==> config.mk <==
export PLATFORM = sky130hd
export DESIGN_NAME = mpu_top
export DESIGN_NICKNAME = d
export VERILOG_FILES = /design/src/design/mpu_types_pkg.sv /design/src/design/mpu_isa_pkg.sv /design/src/design/mpu_decode.sv /design/src/design/mpu_elem_alu.sv /design/src/design/mpu_load.sv /design/src/design/mpu_matrix_regfile.sv /design/src/design/mpu_store.sv /design/src/design/mpu_top.sv /design/src/design/mpu_writeback.sv
export VERILOG_INCLUDE_DIRS = /design/src /design/src/design
export SDC_FILE = /design/constraint.sdc
export NUM_CORES = 2
export LEC_CHECK = 0
export ABC_CLOCK_PERIOD_IN_PS = 11200
export BUFFER_PORTS_ARGS = -buffer_cell sky130_fd_sc_hd__buf_4
export CAP_MARGIN = 10
export CORE_MARGIN = 8
export CORE_UTILIZATION = 40
export DETAILED_ROUTE_END_ITERATION = 8
export HOLD_SLACK_MARGIN = 0.02
export RECOVER_POWER = 25
export SYNTH_ARGS = -nofsm -noshare
export SYNTH_HDL_FRONTEND = slang
export SYNTH_SLANG_ARGS = --single-unit
==> constraint.sdc <==
create_clock -name clk -period 11.2 [get_ports clk]
set_input_delay 2.24 -clock clk [delete_from_list [all_inputs] [get_ports clk]]
set_output_delay 2.24 -clock clk [all_outputs]
set_load 0.005 [all_outputs]
==> src/design/mpu_macros.svh <==
`ifndef MPU_MACROS_SVH
`define MPU_MACROS_SVH

// ---------------------------------------------------------------------------
// Matrix unit dimensions
// ---------------------------------------------------------------------------

`define MPU_ELEM_W    32  // Element width in bits
`define MPU_MAX_M     4   // Max rows per matrix
`define MPU_MAX_N     4   // Max columns, also the memory row stride
`define MPU_NUM_REGS  4   // Matrix registers in the file
`define MPU_ADDR_W    8   // External word address width

`endif

==> src/design/mpu_types_pkg.sv <==
`include "mpu_macros.svh"

package mpu_types_pkg;

    // One matrix element, plain two's complement word
    typedef logic [`MPU_ELEM_W-1:0] elem_t;

    typedef logic [$clog2(`MPU_MAX_M)-1:0] row_idx_t;
    typedef logic [$clog2(`MPU_MAX_N)-1:0] col_idx_t;
    typedef logic [$clog2(`MPU_NUM_REGS)-1:0] reg_id_t;

    // Counts run 1 to max, hence the extra bit
    typedef struct packed {
        logic [$clog2(`MPU_MAX_M):0] rows;
        logic [$clog2(`MPU_MAX_N):0] cols;
    } size_t;

    typedef struct packed {
        reg_id_t  id;
        row_idx_t row;
        col_idx_t col;
    } rf_rd_req_t;

    // Element write and size write share one request
    typedef struct packed {
        logic     en;       // Element write enable
        reg_id_t  id;
        row_idx_t row;
        col_idx_t col;
        elem_t    data;
        logic     size_we;  // Size write enable, independent of en
        size_t    size;
    } rf_wr_req_t;

endpackage : mpu_types_pkg

==> src/design/mpu_isa_pkg.sv <==
`include "mpu_macros.svh"

package mpu_isa_pkg;

    import mpu_types_pkg::*;

    // ---------------------------------------------------------------------------
    // Instruction format
    // ---------------------------------------------------------------------------

    typedef enum logic [1:0] {
        OP_LOAD  = 2'd0,  // Memory to register
        OP_STORE = 2'd1,  // Register to memory
        OP_ADD   = 2'd2,
        OP_SUB   = 2'd3
    } opcode_e;

    typedef struct packed {
        opcode_e                 opcode;
        reg_id_t                 dst;
        reg_id_t                 src_a;     // Also the store source
        reg_id_t                 src_b;
        logic [`MPU_ADDR_W-1:0]  mem_addr;  // Base of row-major block
        size_t                   size;      // Used by LOAD only
    } instr_t;

    // ---------------------------------------------------------------------------
    // Control encodings
    // ---------------------------------------------------------------------------

    typedef enum logic [1:0] {
        UNIT_NONE  = 2'd0,
        UNIT_LOAD  = 2'd1,
        UNIT_STORE = 2'd2,
        UNIT_ALU   = 2'd3
    } unit_e;

    // Shared by the load, store and ALU walkers
    typedef enum logic {
        SEQ_IDLE = 1'b0,
        SEQ_RUN  = 1'b1
    } seq_state_e;

endpackage : mpu_isa_pkg

==> src/design/mpu_decode.sv <==
`timescale 1ns/1ps

module mpu_decode
    import mpu_isa_pkg::*;
(
    input  logic   clk,
    input  logic   rst,
    input  logic   instr_valid,
    input  instr_t instr,
    input  logic   finish,
    output logic   busy,
    output logic   done,
    output instr_t active_instr,
    output unit_e  active_unit,
    output logic   start_load,
    output logic   start_store,
    output logic   start_alu
);

    logic accept;

    // New work only when idle, valid is a level
    assign accept = instr_valid && !busy;

    always_ff @(posedge clk) begin
        if (rst) begin
            busy        <= 1'b0;
            done        <= 1'b0;
            active_unit <= UNIT_NONE;
            start_load  <= 1'b0;
            start_store <= 1'b0;
            start_alu   <= 1'b0;
        end else begin
            start_load  <= 1'b0;  // Strobes are one cycle wide
            start_store <= 1'b0;
            start_alu   <= 1'b0;
            done        <= 1'b0;
            if (accept) begin
                busy <= 1'b1;
                unique case (instr.opcode)
                    OP_LOAD: begin
                        active_unit <= UNIT_LOAD;
                        start_load  <= 1'b1;
                    end
                    OP_STORE: begin
                        active_unit <= UNIT_STORE;
                        start_store <= 1'b1;
                    end
                    default: begin  // ADD and SUB
                        active_unit <= UNIT_ALU;
                        start_alu   <= 1'b1;
                    end
                endcase
            end else if (busy && finish) begin
                busy        <= 1'b0;  // Falls together with done
                done        <= 1'b1;
                active_unit <= UNIT_NONE;
            end
        end
    end

    // Held for the units until the next accept
    always_ff @(posedge clk) begin
        if (accept) begin
            active_instr <= instr;
        end
    end

endmodule : mpu_decode

==> src/design/mpu_elem_alu.sv <==
`timescale 1ns/1ps

module mpu_elem_alu
    import mpu_types_pkg::*;
    import mpu_isa_pkg::*;
(
    input  logic       clk,
    input  logic       rst,
    input  logic       start,
    input  instr_t     instr,
    input  size_t      a_size,
    output rf_rd_req_t rd_req_a,
    output rf_rd_req_t rd_req_b,
    input  elem_t      rd_data_a,
    input  elem_t      rd_data_b,
    output rf_wr_req_t wr_req,
    output logic       finish
);

    seq_state_e state;
    row_idx_t   row;
    col_idx_t   col;
    logic       active;
    logic       row_end, col_end, last;
    elem_t      result;

    // Walk follows src_a only
    assign active  = start || (state == SEQ_RUN);
    assign row_end = ({1'b0, row} == a_size.rows - 3'd1);
    assign col_end = ({1'b0, col} == a_size.cols - 3'd1);
    assign last    = row_end && col_end;

    always_ff @(posedge clk) begin
        if (rst) begin
            state <= SEQ_IDLE;
            row   <= '0;
            col   <= '0;
        end else if (active) begin
            if (last) begin
                state <= SEQ_IDLE;
                row   <= '0;
                col   <= '0;
            end else begin
                state <= SEQ_RUN;
                if (col_end) begin
                    row <= row + 1'b1;
                    col <= '0;
                end else begin
                    col <= col + 1'b1;
                end
            end
        end
    end

    // Same location from both sources
    assign rd_req_a = '{id: instr.src_a, row: row, col: col};
    assign rd_req_b = '{id: instr.src_b, row: row, col: col};

    // Wrap-around integer arithmetic
    assign result = (instr.opcode == OP_SUB) ? rd_data_a - rd_data_b
                                             : rd_data_a + rd_data_b;

    // Read this cycle, write at the edge, so dst may alias a source
    always_comb begin
        wr_req         = '0;
        wr_req.en      = active;
        wr_req.id      = instr.dst;
        wr_req.row     = row;
        wr_req.col     = col;
        wr_req.data    = result;
        wr_req.size_we = start;
        wr_req.size    = a_size;
    end

    assign finish = active && last;

endmodule : mpu_elem_alu

==> src/design/mpu_load.sv <==
`timescale 1ns/1ps

`include "mpu_macros.svh"

module mpu_load
    import mpu_types_pkg::*;
    import mpu_isa_pkg::*;
(
    input  logic                   clk,
    input  logic                   rst,
    input  logic                   start,
    input  instr_t                 instr,
    output logic                   mem_rd_en,
    output logic [`MPU_ADDR_W-1:0] mem_rd_addr,
    input  elem_t                  mem_rd_data,
    output rf_wr_req_t             wr_req,
    output logic                   finish
);

    seq_state_e state;
    row_idx_t   row, row_q;
    col_idx_t   col, col_q;
    logic       issue;
    logic       row_end, col_end, last;
    logic       vld_q, last_q;  // Read issued last cycle

    assign issue   = start || (state == SEQ_RUN);
    assign row_end = ({1'b0, row} == instr.size.rows - 3'd1);
    assign col_end = ({1'b0, col} == instr.size.cols - 3'd1);
    assign last    = row_end && col_end;

    // Row-major, fixed stride of MPU_MAX_N
    assign mem_rd_en   = issue;
    assign mem_rd_addr = instr.mem_addr + `MPU_ADDR_W'(int'(row) * `MPU_MAX_N + int'(col));

    // ---------------------------------------------------------------------------
    // Read walker
    // ---------------------------------------------------------------------------

    always_ff @(posedge clk) begin
        if (rst) begin
            state  <= SEQ_IDLE;
            row    <= '0;
            col    <= '0;
            vld_q  <= 1'b0;
            last_q <= 1'b0;
        end else begin
            vld_q  <= issue;
            last_q <= issue && last;
            if (issue) begin
                if (last) begin
                    state <= SEQ_IDLE;
                    row   <= '0;
                    col   <= '0;
                end else begin
                    state <= SEQ_RUN;
                    if (col_end) begin
                        row <= row + 1'b1;
                        col <= '0;
                    end else begin
                        col <= col + 1'b1;
                    end
                end
            end
        end
    end

    // Location travels with the returning word
    always_ff @(posedge clk) begin
        row_q <= row;
        col_q <= col;
    end

    always_comb begin
        wr_req         = '0;
        wr_req.en      = vld_q;
        wr_req.id      = instr.dst;
        wr_req.row     = row_q;
        wr_req.col     = col_q;
        wr_req.data    = mem_rd_data;
        wr_req.size_we = start;  // Size goes in with the first read
        wr_req.size    = instr.size;
    end

    assign finish = vld_q && last_q;

endmodule : mpu_load

==> src/design/mpu_matrix_regfile.sv <==
`timescale 1ns/1ps

`include "mpu_macros.svh"

module mpu_matrix_regfile
    import mpu_types_pkg::*;
(
    input  logic       clk,
    input  logic       rst,
    input  rf_wr_req_t wr,
    input  rf_rd_req_t rd0,
    input  rf_rd_req_t rd1,
    output elem_t      rd0_data,
    output elem_t      rd1_data,
    output size_t      size_of [`MPU_NUM_REGS]
);

    elem_t mats [`MPU_NUM_REGS][`MPU_MAX_M][`MPU_MAX_N];

    // Combinational reads
    assign rd0_data = mats[rd0.id][rd0.row][rd0.col];
    assign rd1_data = mats[rd1.id][rd1.row][rd1.col];

    // ---------------------------------------------------------------------------
    // Write port, elements and sizes
    // ---------------------------------------------------------------------------

    always_ff @(posedge clk) begin
        if (rst) begin
            for (int r = 0; r < `MPU_NUM_REGS; r++) begin
                size_of[r] <= '{rows: 3'd1, cols: 3'd1};  // Every register 1 by 1
                for (int i = 0; i < `MPU_MAX_M; i++) begin
                    for (int j = 0; j < `MPU_MAX_N; j++) begin
                        mats[r][i][j] <= '0;
                    end
                end
            end
        end else begin
            if (wr.en) begin
                mats[wr.id][wr.row][wr.col] <= wr.data;
            end
            // Size may land in a cycle with no element
            if (wr.size_we) begin
                size_of[wr.id] <= wr.size;
            end
        end
    end

endmodule : mpu_matrix_regfile

==> src/design/mpu_store.sv <==
`timescale 1ns/1ps

`include "mpu_macros.svh"

module mpu_store
    import mpu_types_pkg::*;
    import mpu_isa_pkg::*;
(
    input  logic                   clk,
    input  logic                   rst,
    input  logic                   start,
    input  instr_t                 instr,
    input  size_t                  src_size,     // Stored size of src_a
    output rf_rd_req_t             rd_req,
    input  elem_t                  rd_data,
    output logic                   mem_wr_en,
    output logic [`MPU_ADDR_W-1:0] mem_wr_addr,
    output elem_t                  mem_wr_data,
    output logic                   finish
);

    seq_state_e state;
    row_idx_t   row_ptr;
    col_idx_t   col_ptr;
    logic       store_active;
    logic       row_end, col_end, store_last;

    // ---------------------------------------------------------------------------
    // Pointers and end of transfer
    // ---------------------------------------------------------------------------

    assign store_active = start || (state == SEQ_RUN);
    assign row_end      = ({1'b0, row_ptr} == src_size.rows - 3'd1);
    assign col_end      = ({1'b0, col_ptr} == src_size.cols - 3'd1);
    assign store_last   = row_end && col_end;

    always_ff @(posedge clk) begin
        if (rst) begin
            state   <= SEQ_IDLE;
            row_ptr <= '0;
            col_ptr <= '0;
        end else if (store_active) begin
            if (store_last) begin
                state   <= SEQ_IDLE;  // Back to origin for the next store
                row_ptr <= '0;
                col_ptr <= '0;
            end else if (col_end) begin
                state   <= SEQ_RUN;
                row_ptr <= row_ptr + 1'b1;
                col_ptr <= '0;
            end else begin
                state   <= SEQ_RUN;
                col_ptr <= col_ptr + 1'b1;
            end
        end
    end

    // One element per cycle, read straight through
    assign rd_req = '{id: instr.src_a, row: row_ptr, col: col_ptr};

    assign mem_wr_en   = store_active;
    assign mem_wr_data = rd_data;
    assign mem_wr_addr = instr.mem_addr
                       + `MPU_ADDR_W'(int'(row_ptr) * `MPU_MAX_N + int'(col_ptr));

    assign finish = store_active && store_last;  // Marks the last element

endmodule : mpu_store

==> src/design/mpu_top.sv <==
`timescale 1ns/1ps

`include "mpu_macros.svh"

module mpu_top
    import mpu_types_pkg::*;
    import mpu_isa_pkg::*;
(
    input  logic                   clk,
    input  logic                   rst,
    input  logic                   instr_valid,
    input  instr_t                 instr,
    output logic                   busy,
    output logic                   done,
    output logic                   mem_rd_en,
    output logic [`MPU_ADDR_W-1:0] mem_rd_addr,
    input  elem_t                  mem_rd_data,
    output logic                   mem_wr_en,
    output logic [`MPU_ADDR_W-1:0] mem_wr_addr,
    output elem_t                  mem_wr_data
);

    instr_t     active_instr;
    unit_e      active_unit;
    logic       start_load, start_store, start_alu;
    logic       load_fin, store_fin, alu_fin, finish;
    rf_wr_req_t load_wr, alu_wr, rf_wr;
    rf_rd_req_t store_rd, alu_rd_a, alu_rd_b, rf_rd0;
    elem_t      rd0_data, rd1_data;
    size_t      size_of [`MPU_NUM_REGS];
    size_t      src_a_size;

    // Both the store and the ALU walk the size of src_a
    assign src_a_size = size_of[active_instr.src_a];

    // ---------------------------------------------------------------------------
    // Control
    // ---------------------------------------------------------------------------

    mpu_decode u_decode (
        .clk          (clk),
        .rst          (rst),
        .instr_valid  (instr_valid),
        .instr        (instr),
        .finish       (finish),
        .busy         (busy),
        .done         (done),
        .active_instr (active_instr),
        .active_unit  (active_unit),
        .start_load   (start_load),
        .start_store  (start_store),
        .start_alu    (start_alu)
    );

    // ---------------------------------------------------------------------------
    // Execute units
    // ---------------------------------------------------------------------------

    mpu_load u_load (
        .clk         (clk),
        .rst         (rst),
        .start       (start_load),
        .instr       (active_instr),
        .mem_rd_en   (mem_rd_en),
        .mem_rd_addr (mem_rd_addr),
        .mem_rd_data (mem_rd_data),
        .wr_req      (load_wr),
        .finish      (load_fin)
    );

    mpu_store u_store (
        .clk         (clk),
        .rst         (rst),
        .start       (start_store),
        .instr       (active_instr),
        .src_size    (src_a_size),
        .rd_req      (store_rd),
        .rd_data     (rd0_data),
        .mem_wr_en   (mem_wr_en),
        .mem_wr_addr (mem_wr_addr),
        .mem_wr_data (mem_wr_data),
        .finish      (store_fin)
    );

    mpu_elem_alu u_alu (
        .clk       (clk),
        .rst       (rst),
        .start     (start_alu),
        .instr     (active_instr),
        .a_size    (src_a_size),
        .rd_req_a  (alu_rd_a),
        .rd_req_b  (alu_rd_b),
        .rd_data_a (rd0_data),
        .rd_data_b (rd1_data),
        .wr_req    (alu_wr),
        .finish    (alu_fin)
    );

    mpu_writeback u_writeback (
        .active_unit (active_unit),
        .load_wr     (load_wr),
        .alu_wr      (alu_wr),
        .store_rd    (store_rd),
        .alu_rd      (alu_rd_a),
        .load_fin    (load_fin),
        .store_fin   (store_fin),
        .alu_fin     (alu_fin),
        .rf_wr       (rf_wr),
        .rf_rd0      (rf_rd0),
        .finish      (finish)
    );

    mpu_matrix_regfile u_regfile (
        .clk      (clk),
        .rst      (rst),
        .wr       (rf_wr),
        .rd0      (rf_rd0),
        .rd1      (alu_rd_b),  // Port 1 belongs to ALU operand B
        .rd0_data (rd0_data),
        .rd1_data (rd1_data),
        .size_of  (size_of)
    );

endmodule : mpu_top

==> src/design/mpu_writeback.sv <==
`timescale 1ns/1ps

module mpu_writeback
    import mpu_types_pkg::*;
    import mpu_isa_pkg::*;
(
    input  unit_e      active_unit,
    input  rf_wr_req_t load_wr,
    input  rf_wr_req_t alu_wr,
    input  rf_rd_req_t store_rd,
    input  rf_rd_req_t alu_rd,
    input  logic       load_fin,
    input  logic       store_fin,
    input  logic       alu_fin,
    output rf_wr_req_t rf_wr,
    output rf_rd_req_t rf_rd0,
    output logic       finish
);

    // Only the active unit reaches the register file
    always_comb begin
        rf_wr  = '0;
        rf_rd0 = '0;
        unique case (active_unit)
            UNIT_LOAD:  rf_wr = load_wr;
            UNIT_STORE: rf_rd0 = store_rd;
            UNIT_ALU: begin
                rf_wr  = alu_wr;
                rf_rd0 = alu_rd;  // B read bypasses this mux
            end
            default: begin
                rf_wr  = '0;
                rf_rd0 = '0;
            end
        endcase
    end

    assign finish = load_fin | store_fin | alu_fin;

endmodule : mpu_writeback

# Word level (Yosys, flattened, before mapping)
# Memory sizes are Yosys's and may differ from the RTL's. A register that Yosys moved wholly into a read port is not among the register bits.
# Index checks and enable logic that the tools add are counted.
[classes]
reduce_logical = 28
eq_ne = 11
n_shift = 0
multipliers = 0
n_addsub = 16
div = 0
bitwise_logic = 11
n_mux = 58
n_lt_le_gt_ge = 11
[ops]
columns = ["cell", "count"]
rows = [
  ["512-bit two-way mux", 3],
  ["128-bit two-way mux", 5],
  ["128-bit binary-select mux with 2-bit select", 2],
  ["512-bit OR reduction", 1],
  ["128-bit demux with 2-bit select", 1],
  ["32-bit two-way mux", 6],
  ["32-bit binary-select mux with 2-bit select", 2],
  ["46-bit case mux with 2 select lines", 1],
  ["32-bit demux with 2-bit select", 1],
  ["32-bit adder", 1],
  ["2-bit two-way mux", 16],
  ["32-bit subtractor", 1],
  ["24-bit bitwise mux", 1],
  ["3-bit greater-or-equal comparator (second input constant)", 8],
  ["2-bit inverter with 3-bit output", 8],
  ["2-bit by 3-bit == test with 1-bit output", 6],
  ["6-bit two-way mux", 3],
  ["8-bit adder", 2],
  ["1-bit two-way mux", 13],
  ["2-bit by 1-bit adder with 2-bit output (second input constant)", 6],
  ["6-bit binary-select mux with 2-bit select", 1],
  ["6-bit demux with 2-bit select", 1],
  ["1-bit logical AND", 12],
  ["6-bit case mux with 2 select lines", 1],
  ["other kinds (14)", 33],
]
[word_totals]
latch_bits = 0
mem_bits_rw = 2048
elab_cells = 170
output_inout_bits = 52
mem_count = 1
register_bits = 74
rom_bits = 0
input_bits = 57
[memory_table]
columns = ["memory", "words", "word_bits", "read_ports", "rd_ports_with_merged_regs", "wr", "line", "text"]
rows = [
  ["u_regfile.mats", 4, 512, 2, 1, 4, "mpu_matrix_regfile.sv:18", "elem_t mats [`MPU_NUM_REGS][`MPU_MAX_M][`MPU_MAX_N];"],
]

# Depth between registers and ports, before layout
[depth]
word_depth = 22
mapped_depth = 30
ltp_nobuf = 23

# Cells and area by module
# From an unflattened synthesis, not the netlist that was laid out.
[unflattened]
cells_unflattened = 7718
hier_area_um2 = 117022.2
[modules_own_cells]
columns = ["module", "seq_area_each_um2", "cells_per_inst", "area_each_um2", "instances"]
rows = [
  ["mpu_matrix_regfile", 61979.4, 6912, 110199.4, 1],
  ["mpu_elem_alu", 100.1, 412, 2955.3, 1],
  ["mpu_load", 220.2, 119, 1023.5, 1],
  ["mpu_writeback", 0.0, 117, 992.2, 1],
  ["mpu_decode", 800.8, 48, 922.1, 1],
  ["mpu_store", 100.1, 103, 783.3, 1],
  ["mpu_top", 0.0, 7, 146.4, 1],
]

# Worst setup path before layout
# No wires, ideal clock.
[synth_timing]
kind = "register to register"
start = "register u_alu.row[1]"
end = "memory u_regfile.mats[0][157] (netlist bit), data pin"
setup_ns = 0.266
stages_incl_launch_ff = 28
required_time_ns = 10.934
arrival_ns = 6.718
slack_ns = 4.216
period_less_slack_ns = 6.984
path_buffers = 9
path_cell_list = "dfxtp_1 -> buf_2 -> buf_2 -> buf_1 -> clkbuf_1 -> clkbuf_1 -> mux2i_1 -> nor2_1 -> clkbuf_1 -> clkbuf_1 -> clkbuf_1 -> o221ai_1 -> nand3_1 -> o311ai_0 -> a31oi_1 -> ha_1 -> a21o_1 -> a221oi_1 -> o21ai_0 -> a2111o_1 -> a31o_2 -> a21oi_1 -> o21a_1 -> o41ai_1 -> xnor2_1 -> a31oi_1 -> clkbuf_1 -> nor2_1"
[synth_rtl]
columns = ["element", "line", "text"]
rows = [
  ["start, declared", "mpu_elem_alu.sv:21", "row_idx_t row;"],
  ["start signal, assigned", "mpu_elem_alu.sv:46", "row <= row + 1'b1;"],
  ["end, declared", "mpu_matrix_regfile.sv:18", ""],
]

==> metrics.cfg <==
[cts]
insertion_delay_ps = 940
numCtsBuffers = 227
htree_levels = 4
cts_tree = yes
clk_pin_slew_worst_paths_ps = 60
cts_setup_buffers = 0
cts.sinks = 2124
ctsHoldBuffers = 0
post_cts_resized = 0
clock_path_buffers = 3
cts_root_buf = clkbuf_16

[setup_path]
r2r_end = u_regfile.mats[1][317]$_SDFFCE_PN0P_
slowest_stage = clkbuf_1
worstPathArrival_ps = 11640
worstPathRequired_ps = 11760
timing.rr.start = u_decode.active_instr[17]$_DFFE_PP_
cp-startpoint = rst
cpPeakStageDelay_ps = 2980
worst_setup_path_start_kind = input port
crit_chain = clkbuf_1 > a2111oi_0 > nor2b_1 > nand2_1 > nor2_1 > nand2_2 > clkbuf_1 > nand2b_1 > buf_4
path_common_cell = clkbuf_1
critPathKind = input port to flip-flop
cp_max_fo = 34
r2r_cells = 23
endpoint_kind = flip-flop
reg2reg_slack_ps = 1110
cp-endpoint = u_regfile.mats[0][291]$_SDFFCE_PN0P_

[detailed_routing]
drtIter0Drc = 18569
ant_nets = 0
wl_mm = 532.6
wl_per_cell_um = 40.87
drt_drc_violations_left = 0
vias = 93774
routed_via_density = 7.196
first_pass_iters = 8

[die]
start_util = 0.4021
die_area_um2 = 297800
die_h_um = 545.7
placementRows = 194
core_um2 = 279100
fp.dieW_um = 545.7
ios = 109

[final_layout]
fin_nets = 9197
final_common_cell = nor2_1
area_delta_synth_final_pct = 10.82
drive_gt1_frac = 0.1876
layout_common_cells = 2639 x nor2_1, 2070 x edfxtp_1, 522 x mux4_2, 345 x mux2_2, 337 x o22ai_1

[global_route]
track_usage = 0.3400
first_global_vias = 89064
grt_max_degree = 129
grt_pass1_wl_mm = 717.9
overflow = 0
antenna_found_initial = 28

[outcome]
status = complete, but fails checks
violations = capacitance limit, slew limit

[timing]
hold_slack_ps = 424.6
drv_slew = 1346
fin_tns_setup_ps = 0
finClkSkew_ps = 69.24
worst_pin_slew_ps = 4988
hold_viol_final = 0
rsz0062_at_grt = no
fmax_mhz = 90.28
setup_viol = 0
layout_worst_path_cycle_share = 0.9890
relSlewSlack = -2.325
period_minus_slack_ps = 11080

[logic_synthesis]
ys_ff_latch = 2124
synthFlopType = edfxtp_1
synthArstFlopShare = 0
yosysSeqAreaShare = 0.5634
synth_cells = 9438
netlist-cell-type-count = 78
synth_edf_count = 2070
synth.avg_cell_area_um2 = 11.89
synth_nets = 9542
yosysWarnings = 0
syn-cell-area_um2 = 112200

[hold_path]
min_path_type = flip-flop to flip-flop

[placed_design]
port_buffers = 108
post-dp-hpwl_mm = 301.7
gp_congestion = 0.9856

[power_and_ir_drop]
leakagePower_nw = 41.94
peakVddDrop_mv = 0.1855
powerDensity_nw_per_um2 = 163.3

[flow_run]
drv_cap = 59

-- power breakdown --
part | total (mW) | internal [mW] | switching, mW
clock | 7.67 | 4.24 | 3.43
combinational | 3.48 | 1.09 | 2.39
sequential | 9.17 | 8.98 | 0.185
total | 20.3 | 14.3 | 6.00
-- registers in the layout, indices dropped and copies added (netlist names), 2 cells and up, named ones only --
register and count:
u_alu.col 2, u_alu.row 2, u_decode.active_instr 22, u_decode.active_unit 2
u_load.col 2, u_load.col_q 2, u_load.row 2, u_load.row_q 2
u_regfile.mats 2048, u_regfile.size_of 24, u_store.col_ptr 2, u_store.row_ptr 2
-- logic make-up after synthesis --
logic type | share of synthesized area
flops | 0.5634
buf+inv | 0.03743
fa+ha+maj | 0.005440
xor+xnor | 0.006711
simple gates | 0.1295
mux | 0.1692
compound gates | 0.08822
-- worst min-delay path by stage --
stage                               startpoint                       to  cells after the start
global route        u_load.row[1]$_SDFFE_PP0P_  u_load.row_q[1]$_DFF_P_                      0
finish              u_load.row[1]$_SDFFE_PP0P_  u_load.row_q[1]$_DFF_P_                      0
CTS                 u_load.row[1]$_SDFFE_PP0P_  u_load.row_q[1]$_DFF_P_                      0
detailed placement  u_load.row[1]$_SDFFE_PP0P_  u_load.row_q[1]$_DFF_P_                      0
global placement    u_load.col[1]$_SDFFE_PP0P_  u_load.col_q[1]$_DFF_P_                      0
floorplan           u_load.row[1]$_SDFFE_PP0P_  u_load.row_q[1]$_DFF_P_                      0
-- layout make-up --
cell class / instances / area (um^2)
antenna: 29 / 72.57
clock buffer: 295 / 6113
clock inverter: 119 / 1249
fill: 25370 / 154800
inverter: 40 / 165.2
multi-input combinational: 6281 / 45630
sequential: 2124 / 63270
tap: 3724 / 4659
timing repair buffer: 419 / 3224
-- critical path, delay by kind of cell --
kind	cells	cell delay [ps]
AOI/OAI and AO/OA	1	320
buffers and inverters	3	5870
and+or+nand+nor	5	3030
-- routing by layer --
layer  part of all wire  GRT usage  vias to the layer above  routed length [um]
li1                   -          -                    34895                   -
met1               0.33     0.4207                    46336              173800
met2               0.40     0.4691                    10025              213400
met3               0.17     0.1332                     2504               90920
met4               0.10     0.2743                       14               54320
met5            0.00019          0                        -                 103
-- stage by stage --
step                cells  utilization  setup WS, ps  area, um^2  total power, mW
floorplan            9438            -          4216      112200            11.30
global placement    12583       0.4200          1858      117200            12.60
detailed placement  12585       0.4201          1787      117300            12.64
CTS                 12999       0.4465          1767      124600            20.10
global route        13003       0.4453         760.8      124300            20.62
finish              13031       0.4456         122.9      124400            20.32
-- synth_stat cells, drive strengths merged, types with 34 or more instances --
master | number | area, um^2
nor4 | 147 | 919.6
o221ai | 166 | 1454
xor2 | 35 | 306.5
ha | 44 | 550.5
nand2b | 82 | 513.0
a22oi | 118 | 885.9
nand2 | 224 | 840.8
a21oi | 278 | 1391
o21ai | 62 | 310.3
mux2 | 345 | 3885
nor3 | 181 | 905.9
o311ai | 34 | 297.8
buf | 182 | 1007
a211oi | 131 | 988.5
nor2b | 34 | 212.7
nand3 | 76 | 380.4
clkbuf | 811 | 3044
mux4 | 522 | 11760
inv | 38 | 142.6
dfxtp | 54 | 1081
xnor2 | 51 | 446.7
a31oi | 52 | 340.3
o211ai | 47 | 352.8
mux2i | 335 | 3353
edfxtp | 2070 | 62160
nor2 | 2667 | 10060
o22ai | 337 | 2108
Note: power is estimated with default switching activity, not from simulation.
